==> src/hw/m6502_pkg.sv <==
`default_nettype none

package m6502_pkg;

   // Operand addressing of one instruction.
   typedef enum logic [3:0] {
      mode_none,
      mode_reset,  // Vector fetch at FFFC/FFFD.
      mode_imm,
      mode_zp,
      mode_zp_x,
      mode_zp_y,
      mode_abs,
      mode_abs_x,
      mode_abs_y,
      mode_ind_x,
      mode_ind_y
   } addr_mode_t;

   typedef enum logic [2:0] {
      op_nop,
      op_load_a,
      op_load_x,
      op_load_y,
      op_store_a,
      op_jump
   } mem_op_t;

   typedef struct packed {
      mem_op_t    op;
      addr_mode_t mode;
      logic [1:0] length;  // Instruction bytes, opcode included.
   } decode_t;

   typedef struct packed {
      logic [15:0] addr;
      logic [7:0]  wr_data;
      logic        wr_en;
      logic        rd_req;
   } mem_req_t;

   typedef struct packed {
      logic       valid;
      logic [7:0] index;  // Low address byte of the store.
      logic [7:0] data;
   } out_evt_t;

   localparam logic [15:0] reset_vector = 16'hfffc;
   localparam logic [7:0]  out_page     = 8'hd0;

endpackage

`default_nettype wire

==> src/hw/m6502_out_port.sv <==
`default_nettype none

module m6502_out_port #(
   parameter int ram_addr_bits = 12
) (
   input  logic                clk,
   input  logic                reset_n,
   input  m6502_pkg::mem_req_t cpu_req,
   output m6502_pkg::mem_req_t ram_req,
   output m6502_pkg::out_evt_t out_evt
);
   import m6502_pkg::*;

   localparam logic [15:0] addr_mask = 16'((32'd1 << ram_addr_bits) - 1);

   logic out_hit;

   assign out_hit = cpu_req.wr_en && (cpu_req.addr[15:8] == out_page);

   always_comb
   begin
      ram_req       = cpu_req;
      ram_req.addr  = cpu_req.addr & addr_mask;  // Wraps modulo RAM size.
      ram_req.wr_en = cpu_req.wr_en && !out_hit;
   end

   always_ff @(posedge clk)
   begin
      out_evt.valid <= 1'b0;
      if (!reset_n)
      begin
         out_evt.valid <= 1'b0;
      end
      else if (out_hit)
      begin
         out_evt.valid <= 1'b1;
         out_evt.index <= cpu_req.addr[7:0];
         out_evt.data  <= cpu_req.wr_data;
      end
   end

endmodule

`default_nettype wire

==> config.mk <==
export PLATFORM = sky130hd
export DESIGN_NAME = m6502_out_port
export DESIGN_NICKNAME = d
export VERILOG_FILES = /design/src/hw/m6502_pkg.sv /design/src/hw/m6502_out_port.sv
export SDC_FILE = /design/constraint.sdc
export NUM_CORES = 1
export LEC_CHECK = 0
export BUFFER_PORTS_ARGS = -buffer_cell sky130_fd_sc_hd__buf_2
export CELL_PAD_IN_SITES_DETAIL_PLACEMENT = 1
export CELL_PAD_IN_SITES_GLOBAL_PLACEMENT = 2
export CORE_MARGIN = 2
export CORE_UTILIZATION = 19
export DETAILED_ROUTE_END_ITERATION = 16
export PLACE_DENSITY = 0.82
export SLEW_MARGIN = 20
export SYNTH_ARGS = -nofsm -noshare
export SYNTH_HDL_FRONTEND = slang
export SYNTH_SLANG_ARGS = --single-unit
==> constraint.sdc <==
create_clock -name clk -period 1.94 [get_ports clk]
set_clock_uncertainty 0.1 [all_clocks]
set_input_delay 0.097 -clock clk [delete_from_list [all_inputs] [get_ports clk]]
set_output_delay 0.097 -clock clk [all_outputs]
set_load 0.1 [all_outputs]
==> Flow_metrics.wiki <==
{| class="wikitable"
! Metric !! Value
|-
| Synth Instances || 48
|-
| Number of optimization iterations in the first detailed-route pass || 2
|-
| Crit path depth || 3
|-
| Number of buffers created by CTS || 3
|-
| Diode insertion count for antenna repair || 0
|-
| Clock root buffer || sky130_fd_sc_hd__clkbuf_8
|-
| Least setup slack across all paths after layout || between 0.5 and 0.6 ns
|-
| Count of port buffers added during placement || 64
|-
| Minimum clock period after layout || roughly 1.4 ns
|-
| Crit path max fanout || 2
|-
| Die Footprint || roughly 0.0045 mm^2
|-
| TritonCTS sink count || 17
|-
| Synthesized area || between 700 and 800 um^2
|-
| Register with the highest flop count || out_evt
|-
| Critical Path Max Stage Delay || between 0.5 and 0.6 ns
|-
| Number of hold-slack violations in the final timing report || 0
|-
| Number of failing setup endpoints in the final timing report || 0
|-
| Placeable core region || about 0.0037 mm^2
|-
| Initial antenna violation count || 0
|-
| Clock tree from TritonCTS || done
|-
| Setup fix buffers added after clock tree synthesis || 0
|-
| Count of pins on the block boundary || 71
|-
| Die width || 66.8 um
|-
| Growth of design area from synthesis to finish || 56.2%
|-
| Arrival time at the worst endpoint || 1.18 ns
|-
| Routed via count || approximately 570
|-
| Sequential area share after synthesis || 0.669
|-
| GR Overflow Total || 0
|-
| Detailed-route DRC error count || 0
|-
| Rows || 22
|-
| Maximum number of pins on one net before global-route repair || 17
|-
| Top area cells in the synthesized netlist || sky130_fd_sc_hd__edfxtp_1 (64%), sky130_fd_sc_hd__buf_4 (25%), sky130_fd_sc_hd__nor4_4 (2.8%)
|-
| Max Clock Freq || 0.728 GHz
|-
| IR Drop Worst-Case VDD || about 270 uV
|-
| Buf/Inv on CP || 3
|-
| Post-layout net count || 140
|-
| Critical setup path kind || input pin to output port
|-
| Max-cap viol count || 0
|-
| Via count of the first global-routing pass || between 600 and 700
|-
| First-pass GRT wire length || between 2000 and 3000 um
|-
| Final TNS setup || 0 ns
|-
| Launching element type of the critical path || input pin
|-
| Layout cells sized above 1 || 0.631
|-
| Fraction of post-synthesis cell area in the top cell type by area || 0.642
|-
| Detailed-route vias per instance || 3.57
|-
| Static Leak || 0.000532 uW
|-
| Highest-delay cell along the critical path || sky130_fd_sc_hd__dlygate4sd3_1
|-
| Type of element capturing the critical path || output port
|-
| Routed length per placed instance || 11.6 um
|-
| Mean Syn Cell Area || roughly 16 um^2
|-
| Count of different cell masters after synthesis || 8
|-
| Antenna violation net count after detailed routing || 0
|-
| Critical-path cell list || dlygate4sd3_1 > buf_2 > buf_2
|-
| Vertical die dimension || ~67 um
|-
| Layout filler cell count || between 400 and 500
|-
| Library cell with the largest summed area after synthesis || sky130_fd_sc_hd__edfxtp_1
|-
| Clock-pin slew on the worst setup and hold paths || around 0.060 ns
|-
| Crit-path most repeated cell || sky130_fd_sc_hd__buf_2
|-
| Status || complete, no violations
|-
| Path category of the worst min-delay check || input pin to flip-flop
|-
| #FFs+latches synth || 17
|-
| PD cells || 808 mW/mm^2
|-
| Total Routed Length || around 1800 um
|-
| Final worst-path cycle share || 0.708
|-
| Clock tree buffer depth || 2
|-
| Overall Global Routing Usage || 0.0875
|-
| Top flop regs || out_evt: 17 flops
|-
| Initial standard-cell utilization of the core || 0.201
|-
| CTS H-tree depth || 1
|-
| Worst Setup Slack post-DPL || 0.483 ns
|-
| Required time of the critical path || 1.74 ns
|-
| Routability Congestion || about 0.64
|-
| Number of flip-flops in the largest register || 17
|-
| Unrepaired setup endpoints after global routing || no
|-
| Largest delay contributor family on the critical path || buffers and inverters
|-
| Final core utilization || 0.314
|-
| Count of warnings emitted by yosys || 0
|-
| Worst hold path cell count || 2
|-
| Max-slew violation total from the final report || 0
|-
| 1st-iter DRT viols || 9
|}
## layout make-up
cell class / count / area, um^2 / share of cell area
multi-input combinational: 9 / 75.1 / 0.0642
tap: 48 / 60.1 / 0.0514
sequential: 17 / 500 / 0.428
timing repair buffer: 81 / 488 / 0.418
clock buffer: 4 / 45.0 / 0.0385
## cells in the mapped netlist (all sizes together)
library cell,n
buf,25
edfxtp,16
and4,2
a21boi,1
and4b,1
conb,1
dfxtp,1
nor4,1
## worst paths after layout
path | start | endpoint | slack, ns
setup / recovery | cpu_req[9] | ram_req[9] | 0.57
hold / removal | reset_n | out_evt[16]$_SDFF_PN0_ | 0.04
## repair_timing
item	in CTS	in global routing
resized for setup	0	0
setup endpoints to repair	0	0
hold buffers	16	0
endpoints found under the hold margin	16	0
## through the flow
stage	hold WS (ns)	std cells	instance area (um^2)	total power, uW
2_1_floorplan	0.0959	51	763	668
3_3_place_gp	0.0952	139	963	673
3_5_place_dp	0.0952	139	963	676
4_1_cts	0.0320	159	1170	963
5_1_grt	0.0339	159	1170	1000
6_report	0.0373	159	1170	945
## power breakdown
part / switching (uW) / internal [uW] / total [uW] / leakage (uW)
Sequential: 0.0784 / 401 / 401 / 0.000152
Combinational: 235 / 57.1 / 292 / 0.000358
Clock: 107 / 145 / 252 / 0.0000228
Total: 341 / 603 / 945 / 0.000532
## cell usage in the layout, fill, tap and decap left out
master	synthesis	routed
sky130_fd_sc_hd__buf_2	0	64
sky130_fd_sc_hd__dlygate4sd3_1	0	16
sky130_fd_sc_hd__edfxtp_1	16	16
sky130_fd_sc_hd__conb_1	1	4
sky130_fd_sc_hd__clkbuf_8	0	3
sky130_fd_sc_hd__and4_1	2	2
sky130_fd_sc_hd__nor4_4	1	1
sky130_fd_sc_hd__and4b_1	1	1
sky130_fd_sc_hd__a21boi_2	0	1
sky130_fd_sc_hd__clkbuf_1	0	1
sky130_fd_sc_hd__dfxtp_1	1	1
sky130_fd_sc_hd__buf_4	25	1
## kinds of logic after synthesis
kind of cell,count (synthesis),share of synthesized area
DFF,17,0.669
other,1,0.00501
AOI/OAI and AO/OA,1,0.0100
and+or+nand+nor,4,0.0652
buffers and inverters,25,0.251
## layer usage
layer,part of all wire,GRT usage,up-vias
met3,0.11,0.0422,0
met4,0,0.0230,0
met5,0,0,-
met2,0.60,0.184,39
met1,0.29,0.0679,263
li1,-,-,266
Power figures use the tool's default switching activity.
