## src/hw/m6502_pkg.sv

```systemverilog
`default_nettype none

package m6502_pkg;

   // Operand addressing of one instruction.
   typedef enum logic [3:0] {
      mode_none,
      mode_reset,  // Vector fetch at FFFC/FFFD.
      mode_imm,
      mode_zp,
      mode_zp_x,
      mode_zp_y,
      mode_abs,
      mode_abs_x,
      mode_abs_y,
      mode_ind_x,
      mode_ind_y
   } addr_mode_t;

   typedef enum logic [2:0] {
      op_nop,
      op_load_a,
      op_load_x,
      op_load_y,
      op_store_a,
      op_jump
   } mem_op_t;

   typedef struct packed {
      mem_op_t    op;
      addr_mode_t mode;
      logic [1:0] length;  // Instruction bytes, opcode included.
   } decode_t;

   typedef struct packed {
      logic [15:0] addr;
      logic [7:0]  wr_data;
      logic        wr_en;
      logic        rd_req;
   } mem_req_t;

   typedef struct packed {
      logic       valid;
      logic [7:0] index;  // Low address byte of the store.
      logic [7:0] data;
   } out_evt_t;

   localparam logic [15:0] reset_vector = 16'hfffc;
   localparam logic [7:0]  out_page     = 8'hd0;

endpackage

`default_nettype wire

```

## src/hw/m6502_decode.sv

```systemverilog
`default_nettype none

module m6502_decode (
   input  logic [7:0]          opcode,
   output m6502_pkg::decode_t  dec
);
   import m6502_pkg::*;

   // The bbb field of group-one opcodes (aaabbb01).
   function automatic addr_mode_t group_one_mode(input logic [2:0] bbb);
      addr_mode_t m;
      case (bbb)
         3'd0: m = mode_ind_x;
         3'd1: m = mode_zp;
         3'd2: m = mode_imm;
         3'd3: m = mode_abs;
         3'd4: m = mode_ind_y;
         3'd5: m = mode_zp_x;
         3'd6: m = mode_abs_y;
         default: m = mode_abs_x;
      endcase
      return m;
   endfunction

   always_comb
   begin
      dec = '{op: op_nop, mode: mode_none, length: 2'd1};
      if (opcode[1:0] == 2'b01 && opcode[7:5] == 3'b101)
      begin
         dec.op   = op_load_a;
         dec.mode = group_one_mode(opcode[4:2]);
      end
      else if (opcode[1:0] == 2'b01 && opcode[7:5] == 3'b100 && opcode[4:2] != 3'd2)
      begin
         dec.op   = op_store_a;  // No immediate store.
         dec.mode = group_one_mode(opcode[4:2]);
      end
      else
      begin
         case (opcode)
            8'ha0: dec = '{op: op_load_y, mode: mode_imm, length: 2'd1};
            8'ha4: dec = '{op: op_load_y, mode: mode_zp, length: 2'd1};
            8'hac: dec = '{op: op_load_y, mode: mode_abs, length: 2'd1};
            8'ha2: dec = '{op: op_load_x, mode: mode_imm, length: 2'd1};
            8'ha6: dec = '{op: op_load_x, mode: mode_zp, length: 2'd1};
            8'hae: dec = '{op: op_load_x, mode: mode_abs, length: 2'd1};
            8'h4c: dec = '{op: op_jump, mode: mode_abs, length: 2'd1};
            default: ;  // Skipped as a one-byte nop.
         endcase
      end

      case (dec.mode)
         mode_imm, mode_zp, mode_zp_x, mode_zp_y, mode_ind_x, mode_ind_y:
            dec.length = 2'd2;
         mode_abs, mode_abs_x, mode_abs_y:
            dec.length = 2'd3;
         default:
            dec.length = 2'd1;
      endcase
   end

endmodule

`default_nettype wire

```

## src/hw/m6502_agu.sv

```systemverilog
`default_nettype none

module m6502_agu (
   input  logic                clk,
   input  logic                reset_n,
   input  logic                start,
   input  m6502_pkg::decode_t  dec,
   input  logic [15:0]         pc,
   input  logic [7:0]          x,
   input  logic [7:0]          y,
   input  logic [7:0]          rd_data,
   input  logic                ready,
   output m6502_pkg::mem_req_t mem_req,
   output logic [7:0]          operand,
   output logic [15:0]         target,
   output logic                done
);
   import m6502_pkg::*;

   typedef enum logic [2:0] {s_idle, s_lo, s_hi, s_ptr_lo, s_ptr_hi, s_data} agu_state_t;

   agu_state_t  state;
   mem_op_t     op;
   addr_mode_t  mode;
   logic [15:0] rd_addr;
   logic        rd_req;
   logic [7:0]  lo;
   logic [7:0]  zp_idx;
   logic [7:0]  abs_idx;
   logic [7:0]  zp_sum;
   logic [15:0] abs_sum;
   logic [15:0] ea;
   logic        at_ea;
   logic        is_load;

   assign mem_req = '{addr: rd_addr, wr_data: 8'h00, wr_en: 1'b0, rd_req: rd_req};

   // X is a pre-index for (zp,X); Y is a post-index for (zp),Y.
   assign zp_idx  = (mode == mode_zp_x || mode == mode_ind_x) ? x :
                    (mode == mode_zp_y) ? y : 8'h00;
   assign abs_idx = (mode == mode_abs_x) ? x :
                    (mode == mode_abs_y || mode == mode_ind_y) ? y : 8'h00;

   assign zp_sum  = rd_data + zp_idx;  // Wraps inside page 0.
   assign abs_sum = {rd_data, lo} + {8'h00, abs_idx};
   assign ea      = (state == s_lo) ? {8'h00, zp_sum} : abs_sum;
   assign is_load = (op == op_load_a || op == op_load_x || op == op_load_y);

   // The effective address is complete on this ready.
   assign at_ea = ready && ((state == s_hi) || (state == s_ptr_hi) ||
                  (state == s_lo && (mode == mode_zp || mode == mode_zp_x ||
                                     mode == mode_zp_y)));

   always_ff @(posedge clk)
   begin
      rd_req <= 1'b0;
      done   <= 1'b0;
      if (!reset_n)
      begin
         state <= s_idle;
      end
      else
      begin
         case (state)
            s_idle:
               if (start)
               begin
                  op   <= dec.op;
                  mode <= dec.mode;
                  if (dec.mode == mode_none)
                  begin
                     done <= 1'b1;
                  end
                  else
                  begin
                     rd_addr <= (dec.mode == mode_reset) ? reset_vector : pc + 16'd1;
                     rd_req  <= 1'b1;
                     state   <= s_lo;
                  end
               end
            s_lo:
               if (ready)
               begin
                  lo <= rd_data;
                  case (mode)
                     mode_imm:
                     begin
                        operand <= rd_data;
                        done    <= 1'b1;
                        state   <= s_idle;
                     end
                     mode_zp, mode_zp_x, mode_zp_y: ;
                     mode_ind_x, mode_ind_y:
                     begin
                        rd_addr <= {8'h00, zp_sum};  // Pointer low byte.
                        rd_req  <= 1'b1;
                        state   <= s_ptr_lo;
                     end
                     default:
                     begin
                        rd_addr <= rd_addr + 16'd1;
                        rd_req  <= 1'b1;
                        state   <= s_hi;
                     end
                  endcase
               end
            s_ptr_lo:
               if (ready)
               begin
                  lo      <= rd_data;
                  rd_addr <= {8'h00, rd_addr[7:0] + 8'd1};
                  rd_req  <= 1'b1;
                  state   <= s_ptr_hi;
               end
            s_data:
               if (ready)
               begin
                  operand <= rd_data;
                  done    <= 1'b1;
                  state   <= s_idle;
               end
            default: ;
         endcase

         if (at_ea)
         begin
            if (is_load)
            begin
               rd_addr <= ea;
               rd_req  <= 1'b1;
               state   <= s_data;
            end
            else
            begin
               target <= ea;
               done   <= 1'b1;
               state  <= s_idle;
            end
         end
      end
   end

endmodule

`default_nettype wire

```

## src/hw/m6502_cpu.sv

```systemverilog
`default_nettype none

module m6502_cpu (
   input  logic                clk,
   input  logic                reset_n,
   output m6502_pkg::mem_req_t mem_req,
   input  logic [7:0]          rd_data,
   input  logic                ready
);
   import m6502_pkg::*;

   typedef enum logic [2:0] {
      st_reset, st_fetch, st_load_inst, st_execute, st_execute_wait
   } cpu_state_t;

   localparam decode_t vector_dec = '{op: op_jump, mode: mode_reset, length: 2'd0};

   cpu_state_t  state;
   logic        booting;  // Vector fetch still pending.
   logic [15:0] pc;
   logic [7:0]  ir;
   logic [7:0]  a;
   logic [7:0]  x;
   logic [7:0]  y;
   decode_t     dec;
   decode_t     agu_dec;
   logic        agu_start;
   logic        agu_done;
   logic [7:0]  operand;
   logic [15:0] target;
   mem_req_t    cpu_req;
   mem_req_t    agu_req;

   m6502_decode i_m6502_decode (
      .opcode (ir),
      .dec    (dec)
   );

   assign agu_dec   = booting ? vector_dec : dec;
   assign agu_start = (state == st_reset) || (state == st_execute);

   m6502_agu i_m6502_agu (
      .clk     (clk),
      .reset_n (reset_n),
      .start   (agu_start),
      .dec     (agu_dec),
      .pc      (pc),
      .x       (x),
      .y       (y),
      .rd_data (rd_data),
      .ready   (ready),
      .mem_req (agu_req),
      .operand (operand),
      .target  (target),
      .done    (agu_done)
   );

   assign mem_req = (state == st_execute_wait) ? agu_req : cpu_req;

   always_ff @(posedge clk)
   begin
      cpu_req.rd_req <= 1'b0;
      cpu_req.wr_en  <= 1'b0;
      if (!reset_n)
      begin
         state   <= st_reset;
         booting <= 1'b1;
         a       <= 8'h00;
         x       <= 8'h00;
         y       <= 8'h00;
      end
      else
      begin
         case (state)
            st_reset:
               state <= st_execute_wait;
            st_fetch:
            begin
               cpu_req.addr   <= pc;
               cpu_req.rd_req <= 1'b1;
               state          <= st_load_inst;
            end
            st_load_inst:
               if (ready)
               begin
                  ir    <= rd_data;
                  state <= st_execute;
               end
            st_execute:
               state <= st_execute_wait;  // Decode cycle.
            st_execute_wait:
               if (agu_done)
               begin
                  booting <= 1'b0;
                  state   <= st_fetch;
                  if (booting || dec.op == op_jump)
                     pc <= target;
                  else
                     pc <= pc + {14'd0, dec.length};
                  if (!booting)
                  begin
                     case (dec.op)
                        op_load_a: a <= operand;
                        op_load_x: x <= operand;
                        op_load_y: y <= operand;
                        op_store_a:
                        begin
                           cpu_req.addr    <= target;
                           cpu_req.wr_data <= a;
                           cpu_req.wr_en   <= 1'b1;
                        end
                        default: ;
                     endcase
                  end
               end
            default:
               state <= st_reset;
         endcase
      end
   end

endmodule

`default_nettype wire

```

## config.mk

```make
export PLATFORM = sky130hd
export DESIGN_NAME = m6502_cpu
export DESIGN_NICKNAME = d
export VERILOG_FILES = /design/src/hw/m6502_pkg.sv /design/src/hw/m6502_decode.sv /design/src/hw/m6502_agu.sv /design/src/hw/m6502_cpu.sv
export SDC_FILE = /design/constraint.sdc
export NUM_CORES = 1
export LEC_CHECK = 0
export BUFFER_PORTS_ARGS = -buffer_cell sky130_fd_sc_hd__buf_2
export CORE_MARGIN = 2
export CORE_UTILIZATION = 55
export DETAILED_ROUTE_END_ITERATION = 8
export PLACE_DENSITY = 0.78
export SYNTH_ARGS = -nofsm -noshare
export SYNTH_HDL_FRONTEND = slang
export SYNTH_SLANG_ARGS = --single-unit
```

## constraint.sdc

```tcl
create_clock -name clk -period 3.4 [get_ports clk]
set_clock_uncertainty 0.2 [all_clocks]
set_input_delay 0.68 -clock clk [delete_from_list [all_inputs] [get_ports clk]]
set_output_delay 0.68 -clock clk [all_outputs]
set_load 0.005 [all_outputs]
```

==> results of run 1 <==
[sequential cells by signal (all words and copies together), names as in the netlist, 3 cells and up]
name / count
y: 8
i_m6502_agu.op: 3
x: 8
i_m6502_agu.rd_addr: 16
i_m6502_agu.target: 16
pc: 16
ir: 8
i_m6502_agu.lo: 8
i_m6502_agu.operand: 8
state: 3
a: 8
cpu_req: 26
i_m6502_agu.state: 3
i_m6502_agu.mode: 4
[synthesized netlist by cell type, types with 4 or more instances]
cell type / number
a2bb2oi_1: 5
nand4_1: 6
nand3_1: 29
mux2i_1: 30
xnor2_1: 26
nand2_1: 106
and2_1: 16
a21oi_1: 52
o21ai_0: 50
dfxtp_1: 35
a22o_1: 29
a21o_1: 9
nor2_1: 99
a211oi_1: 12
a221oi_1: 4
o211ai_1: 4
buf_6: 4
ha_1: 22
edfxtp_1: 103
or3_1: 8
o21a_1: 5
xor2_1: 20
nor3b_1: 4
and3_1: 10
nand2b_1: 10
clkbuf_1: 35
buf_2: 7
a31oi_1: 9
or2_2: 8
a211o_1: 4
inv_1: 18
nor3_1: 26
nor2b_1: 4
o22a_1: 4
[what timing repair did]
item                                    4_1_cts  5_1_grt
pin swaps                                     2       17
setup buffers                                 2        9
gates resized for setup                      10       32
hold buffers                                  0        0
endpoints found under the setup margin       10       32
[routing by layer]
layer / GRT usage / vias up / wire length, um
met5: 0 / - / 0
met3: 0.0568 / 47 / 2040
met1: 0.426 / 3476 / 10500
met2: 0.441 / 422 / 10500
met4: 0.0983 / 0 / 612
li1: - / 3449 / -
[metrics by stage]
step / power (uW) / worst slack (ns) / util / area (um2)
6_report: 5520 / -0.0581 / 0.654 / 9910
5_1_grt: 5740 / -0.201 / 0.654 / 9910
4_1_cts: 5440 / -0.0277 / 0.642 / 9720
3_5_place_dp: 3680 / -0.0160 / 0.602 / 9110
3_3_place_gp: 3670 / 0.0369 / 0.602 / 9110
2_1_floorplan: 3170 / 0.0431 / - / 8470
[cell type report]
type,count,area share
clock inverters,12,0.0117
well taps,188,0.0237
multi-input cells,686,0.459
clock buffers,19,0.0437
flip-flops and latches,138,0.383
inverters,20,0.00758
repair buffers,105,0.0712
[kinds of logic after synthesis]
group                      after synthesis
adders and majority gates               25
xor gates and xnor gates                46
AOI/OAI and AO/OA                      232
buffers and inverters                   69
DFF                                    138
muxes                                   32
and+or+nand+nor                        351
[path summary, 6_finish.rpt]
kind / cells after the start / endpoint
setup / recovery: 14 / pc[15]$_DFFE_PP_
hold / removal: 0 / cpu_req[5]$_DFFE_PP_
setup reg to reg: 14 / pc[15]$_DFFE_PP_
hold reg to reg: 0 / cpu_req[5]$_DFFE_PP_
[where the power goes]
group	switching [uW]	leakage, uW	internal, uW	total, uW
logic	911	0.00236	609	1520
registers	214	0.00122	2020	2240
clock network	753	0.000255	1010	1760
total	1880	0.00384	3640	5520
==> qor.txt, run 1 <==
area leader, netlist - edfxtp_1
Num Clock Sinks - 138
antenna violations before repair - 0
setup violators final - 5
leakage - 0.00384 uW
FF+latch count, synth - 138
CP max-delay cell - or4b_4
n_diodes - 0
status - finished with violations
fraction of layout cells with a size suffix above 1 - 0.199
Critical Path Source Type - flip-flop
dominant cells by area after synthesis - edfxtp_1 37%, dfxtp_1 8.3%, nand2_1 4.7%
post-DP HPWL - 17,000 um
# fillers - 1,197
CP Buf/Inv Count - 2
nets@finish - 1,004
adder-cell share of the synthesized area - 0.0396
worst setup margin - -0.0581 ns
unrepaired setup endpoints after global routing - true
ANT nets after route - 0
maximum buffer depth of the clock tree - 2
largest net degree at the start of global routing - 45
Top FF cell, synth - edfxtp_1
asr flop ratio synth - 0
Synth Area per Inst - 9.48 um2
vias - 7,394
power density over cell area - 557 mW/mm2
Mapped Area - 0.00846 mm2
CTS tree - built
warnings from Yosys - 0
Overflow after GRT - 0
dpl cells - 1,126
Hold Vio Cnt, Final - 0
Worst Setup SP - ir[1]$_DFFE_PP_
syn_nets - 929
hold crit path type - reg2reg
number of DRC markers in iteration 0 - 1,006
Ports - 37
GRT Resource Usage Total - 0.293
multiplexer share of the synthesized area - 0.0381
Max stage delay on crit path - 0.56 ns
final slew viol count - 0
IO buf count - 36
worst setup path category - reg2reg
core area - 0.0151 mm2
f_max - 289 MHz
Reg2Reg Launch Point - ir[1]$_DFFE_PP_
Synth Area in Compound Gates - 0.190
commonest cells after routing, fill and taps aside - 103 x nand2_1, 103 x edfxtp_1, 97 x nor2_1
worst endpoint required time - 3.37 ns
Die Width - 128 um
First-pass DRT Iterations - 6
total CTS buffers - 17
fin cells - 1,168
clock root buffer - clkbuf_16
XOR/XNOR share of the synthesized area - 0.0476
Yosys cell types - 84
Seq/Total Area, Yosys - 0.448
Tcrit/Tclk final - 1.02
CP Max Fanout - 4
Register Area - 0.00379 mm2
Initial Utilization - 0.559
Die Area - 0.0164 mm2
Routability Congestion - 0.958
DRC - 0
CP endpoint kind - flip-flop
CP arrival - 3.43 ns
multi-input logic area - 0.00455 mm2
MaxCap Viol Count - 0
Syn Inst Count - 893
wire length per cell - 20.2 um
fin crit period - 3.46 ns
worst hold start - a[3]$_SDFFE_PN0P_
CP delay by family, top - simple AND/OR/NAND/NOR gates
H-tree depth - 4
failing checks - setup timing
FF-to-FF setup slack - -0.06 ns
simple-gate share of the synthesized area - 0.201
vias in the first global route - 6,757
final hold slack - 0.231 ns
DRT Wirelength - 23,600 um
Post-synth EDFFs - 103
die height - 128 um
first-pass GRT wire length - 36,600 um
Core Rows - 45
worst-skew pair later-pin latency - 0.42 ns
top cell type's share of synthesized area - 0.365
Vias/cell - 6.33
critical path, cell by cell - or4b_4 > o21a_1 > o22a_1 > inv_1 > ha_1 > mux2i_1 > ha_2 > buf_4 > a21oi_2 > nor2b_2 > and3_4 > nand3_2 > xor2_1 > a21oi_1
worst slew pin tran - 0.867 ns
Worst slew margin - 0.422
Setup TNS Final - -0.179 ns
Synth-to-Final Area Change - 17.1%
clock slew at reported path FFs - 0.06 ns
Max IR drop VDD - 0.000400 V
main combinational cell family by area after synthesis - simple AND/OR/NAND/NOR gates
No activity file was read; power rests on OpenSTA's default activity.
==> inputs of run 2 (changes only) <==
--- a/config.mk
+++ b/config.mk
@@ -8,7 +8,9 @@
 export BUFFER_PORTS_ARGS = -buffer_cell sky130_fd_sc_hd__buf_2
 export CORE_MARGIN = 2
 export CORE_UTILIZATION = 55
+export CTS_CLUSTER_DIAMETER = 40
 export DETAILED_ROUTE_END_ITERATION = 8
+export MAX_ROUTING_LAYER = met4
 export PLACE_DENSITY = 0.78
 export SYNTH_ARGS = -nofsm -noshare
 export SYNTH_HDL_FRONTEND = slang
==> run 2 against run 1 <==
The flow still finishes with violations (setup timing); setup slack got worse by 0.042 ns; sequential share of layout area decreased by 0.43 points; clock power increased by 5%; clock-buffer cell count unchanged; core utilization increased by 0.74 points; combinational power about the same; register-to-register slack got worse by 0.04 ns; die area unchanged; cell area increased by 1.1%; maximum frequency decreased by 1.2%; final cell count increased by 0.94%; sequential power about the same; highest routed layer unchanged.
==> qor.txt, run 2 (synthesis gave the netlist of run 1 again) <==
n_diodes - 0
GRT Resource Usage Total - 0.299
Num Clock Sinks - 138
dpl cells - 1,132
failing checks - setup timing
Tcrit/Tclk final - 1.03
fraction of layout cells with a size suffix above 1 - 0.210
Worst slew margin - 0.426
CP Max Fanout - 4
CTS tree - built
vias - 7,372
unrepaired setup endpoints after global routing - true
final slew viol count - 0
met3 wire len - 1940 um
worst setup margin - -0.0999 ns
leakage - 0.00393 uW
Die Area - 0.0164 mm2
fin crit period - 3.50 ns
total CTS buffers - 17
Critical Path Source Type - flip-flop
largest net degree at the start of global routing - 45
ANT nets after route - 0
clock root buffer - clkbuf_16
hold crit path type - reg2reg
Hold Vio Cnt, Final - 0
f_max - 286 MHz
Top reg by flops - cpu_req
CP endpoint kind - flip-flop
Max IR drop VDD - 0.000439 V
vias in the first global route - 6,627
commonest cells after routing, fill and taps aside - 104 x nand2_1, 103 x edfxtp_1, 97 x nor2_1
maximum buffer depth of the clock tree - 2
Ports - 37
IO buf count - 36
number of DRC markers in iteration 0 - 1,080
Setup TNS Final - -0.493 ns
First-pass DRT Iterations - 5
DRC - 0
nets@finish - 1,014
first-pass GRT wire length - 36,500 um
most common cell after layout, fill and taps aside - nand2_1
Synth-to-Final Area Change - 18.4%
Overflow after GRT - 0
worst-skew pair later-pin latency - 0.42 ns
core area - 0.0151 mm2
power density over cell area - 561 mW/mm2
antenna violations before repair - 0
die height - 128 um
post-DP HPWL - 17,100 um
Metal-1 WL - 10,700 um
Routability Congestion - 0.960
Vias/cell - 6.25
MaxCap Viol Count - 0
top layer in use - met4
max reg flops - 26
wire length per cell - 20.1 um
fin cells - 1,179
status - finished with violations
Hold Path Depth - 0
worst slew pin tran - 0.860 ns
H-tree depth - 4
worst setup path category - reg2reg
Die Width - 128 um
CP arrival - 3.47 ns
setup violators final - 10
met2 WL - 10,500 um
worst endpoint required time - 3.37 ns
Worst Reg-to-Reg Cells - 14
Core Rows - 45
clock slew at reported path FFs - 0.06 ns
DRT Wirelength - 23,700 um
Initial Utilization - 0.559
run 2: cell count changes in the layout (fill, tap and decap cells not counted), sizes merged:
cell / before / now
buf: 105 / 115
clkinv: 4 / 5
clkinvlp: 4 / 3
inv: 23 / 24
run 2: critical path: stages (launching register included):
cell	delay, ns
edfxtp_1	0.39
or4b_4	0.57
o21a_1	0.21
o22a_1	0.23
inv_1	0.07
ha_1	0.21
mux2i_1	0.20
ha_2	0.24
buf_4	0.12
a21oi_2	0.05
nor2b_1	0.16
and3_4	0.26
nand3_2	0.09
xor2_1	0.17
a21oi_1	0.08
run 2: repair_timing:
action,CTS,global route
setup buffers,2,13
gates cloned,0,0
resized for setup,5,39
hold buffers,0,0
hold endpoints to repair,0,0
pin swaps,0,13
endpoints found under the setup margin,7,36
run 2: path summary, 6_finish.rpt:
kind	start	slack, ns	to
setup reg to reg	ir[1]$_DFFE_PP_	-0.1	pc[13]$_DFFE_PP_
setup / recovery	ir[1]$_DFFE_PP_	-0.1	pc[13]$_DFFE_PP_
hold reg to reg	a[1]$_SDFFE_PN0P_	0.24	cpu_req[3]$_DFFE_PP_
hold / removal	a[1]$_SDFFE_PN0P_	0.24	cpu_req[3]$_DFFE_PP_
run 2: layout make-up:
class | instances | area [um2]
clock buffer | 19 | 464
clock inverter | 13 | 129
fill | 1157 | 5120
inverter | 20 | 75.1
multi-input combinational | 686 | 4550
sequential | 138 | 3790
tap | 188 | 235
timing repair buffer | 115 | 773
run 2: where the power goes:
group          internal [uW]  switching [uW]  total (uW)  leakage, uW
sequential              2020             212        2230      0.00122
clock                   1090             764        1850     0.000282
combinational            623             916        1540      0.00243
total                   3730            1890        5620      0.00393
run 2: metrics by stage:
step | area, um2 | setup slack, ns | power [uW] | hold WS [ns] | util
2_1_floorplan | 8470 | 0.0431 | 3170 | 0.208 | -
3_3_place_gp | 9160 | 0.0513 | 3690 | 0.217 | 0.605
3_5_place_dp | 9160 | -0.0506 | 3710 | 0.224 | 0.605
4_1_cts | 9780 | -0.00103 | 5550 | 0.235 | 0.646
5_1_grt | 10000 | -0.243 | 5850 | 0.249 | 0.662
6_report | 10000 | -0.0999 | 5620 | 0.236 | 0.662
run 2: layer usage:
| metal | global-route usage | vias up |
|---|---|---|
| li1 | - | 3468 |
| met5 | - | - |
| met2 | 0.444 | 395 |
| met1 | 0.424 | 3450 |
| met3 | 0.0559 | 59 |
| met4 | 0.0782 | 0 |
==> inputs of run 3 (changes only) <==
--- a/config.mk
+++ b/config.mk
@@ -7,11 +7,12 @@
 export LEC_CHECK = 0
 export BUFFER_PORTS_ARGS = -buffer_cell sky130_fd_sc_hd__buf_2
 export CORE_MARGIN = 2
-export CORE_UTILIZATION = 55
+export CORE_UTILIZATION = 45
 export CTS_CLUSTER_DIAMETER = 40
 export DETAILED_ROUTE_END_ITERATION = 8
 export MAX_ROUTING_LAYER = met4
-export PLACE_DENSITY = 0.78
+export PLACE_DENSITY = 0.67
+export REMOVE_ABC_BUFFERS = 1
 export SYNTH_ARGS = -nofsm -noshare
 export SYNTH_HDL_FRONTEND = slang
 export SYNTH_SLANG_ARGS = --single-unit
==> run 3 against run 2 <==
The flow still finishes with violations (setup timing); clock-buffer cell count increased by 1; hold slack got worse by 0.0040 ns; register-to-register slack got worse by 0.02 ns; power decreased by 1.1%; combinational power about the same; via count decreased by 3.9%; global-route usage decreased by 5.4 points; critical endpoint is now pc[12]$_DFFE_PP_; largest cell class unchanged.
==> qor.txt, run 3 (synthesis gave the netlist of run 1 again) <==
status - finished with violations
failing checks - setup timing
Initial Utilization - 0.456
vias in the first global route - 6,568
worst-skew pair later-pin latency - 0.43 ns
setup violators final - 8
CP endpoint kind - flip-flop
First-pass DRT Iterations - 5
Vias/cell - 5.80
n_diodes - 0
die height - 141 um
worst setup margin - -0.119 ns
Max IR drop VDD - 0.000414 V
Routability Congestion - 0.976
CP Buf/Inv Count - 1
hold crit path type - reg2reg
leakage - 0.00391 uW
power density over cell area - 550 mW/mm2
CP arrival - 3.49 ns
first-pass GRT wire length - 36,700 um
max reg flops - 26
IO buf count - 36
commonest cells after routing, fill and taps aside - 104 x nand2_1, 103 x edfxtp_1, 98 x nor2_1
clock root buffer - clkbuf_16
ANT nets after route - 0
Die Area - 0.0199 mm2
f_max - 284 MHz
wire length per cell - 19.2 um
post-DP HPWL - 17,000 um
DRT Wirelength - 23,500 um
final instance area - 0.0101 mm2
critical path, cell by cell - or4b_4 > o21a_1 > o22a_2 > inv_2 > ha_4 > mux2i_4 > ha_4 > fa_2 > nand2_4 > nor3_4 > nand2_1 > xor2_1 > a21oi_1
Post-DP Area - 0.00925 mm2
largest net degree at the start of global routing - 45
worst setup path category - reg2reg
Synth-to-Final Area Change - 19.3%
Setup WS pre-CTS - -0.219 ns
Top reg by flops - cpu_req
CP max-delay cell - or4b_4
CTS tree - built
DRC - 0
Overflow after GRT - 0
unrepaired setup endpoints after global routing - true
Hold Vio Cnt, Final - 0
worst slew pin tran - 1.03 ns
nets@finish - 1,010
CP delay by family, top - simple AND/OR/NAND/NOR gates
fraction of layout cells with a size suffix above 1 - 0.210
fin cells - 1,221
Critical Path Source Type - flip-flop
clock slew at reported path FFs - 0.06 ns
Die Width - 141 um
Worst slew margin - 0.315
Ports - 37
number of DRC markers in iteration 0 - 598
worst endpoint required time - 3.37 ns
maximum buffer depth of the clock tree - 2
most used cell, CP - ha_4
Core Rows - 50
final slew viol count - 0
H-tree depth - 4
dpl cells - 1,182
Max stage delay on crit path - 0.57 ns
vias - 7,085
CP Max Fanout - 4
total CTS buffers - 17
most common cell after layout, fill and taps aside - nand2_1
Num Clock Sinks - 138
core area - 0.0186 mm2
total power - 5560 uW
antenna violations before repair - 0
fin crit period - 3.52 ns
Tcrit/Tclk final - 1.04
GRT Resource Usage Total - 0.245
MaxCap Viol Count - 0
==> run 3: final cells by class <==
type | instances | area (um2)
timing repair buffer | 111 | 747
tap | 234 | 293
sequential | 138 | 3790
inverter | 20 | 75.1
multi-input combinational | 686 | 4620
clock buffer | 20 | 468
clock inverter | 12 | 108
fill | 1676 | 8480
==> run 3: what timing repair did <==
| action | 4_1_cts | 5_1_grt |
|---|---|---|
| hold buffers | 0 | 0 |
| pin swaps | 7 | 21 |
| setup buffers | 2 | 7 |
| resized for setup | 17 | 37 |
| endpoints found under the setup margin | 11 | 28 |
==> run 3: worst paths after layout <==
| check | startpoint | to | slack [ns] | depth (start not counted) |
|---|---|---|---|---|
| min | a[5]$_SDFFE_PN0P_ | cpu_req[7]$_DFFE_PP_ | 0.23 | 0 |
| max reg2reg | ir[5]$_DFFE_PP_ | pc[12]$_DFFE_PP_ | -0.12 | 13 |
| max | ir[5]$_DFFE_PP_ | pc[12]$_DFFE_PP_ | -0.12 | 13 |
| min reg2reg | a[5]$_SDFFE_PN0P_ | cpu_req[7]$_DFFE_PP_ | 0.23 | 0 |
==> run 3: through the flow <==
stage	TNS, ns	hold slack (ns)	utilization
after global placement	-0.742	0.217	0.498
after CTS	-0.108	0.235	0.533
after detailed placement	-1.16	0.221	0.498
after floorplan	-0.509	0.208	-
final	-0.602	0.232	0.544
after global routing	-1.58	0.253	0.544
==> run 3: layer usage <==
| layer | wire length (um) | vias to the layer above | GRT usage | share of wire |
|---|---|---|---|---|
| li1 | - | 3468 | - | - |
| met1 | 10800 | 3351 | 0.341 | 0.46 |
| met2 | 11000 | 236 | 0.377 | 0.47 |
| met3 | 1350 | 30 | 0.0350 | 0.057 |
| met4 | 335 | 0 | 0.0679 | 0.014 |
| met5 | 0 | - | - | 0 |
==> run 3: power breakdown <==
part | switching [uW] | internal, uW
combinational | 894 | 613
clock | 752 | 1080
sequential | 205 | 2020
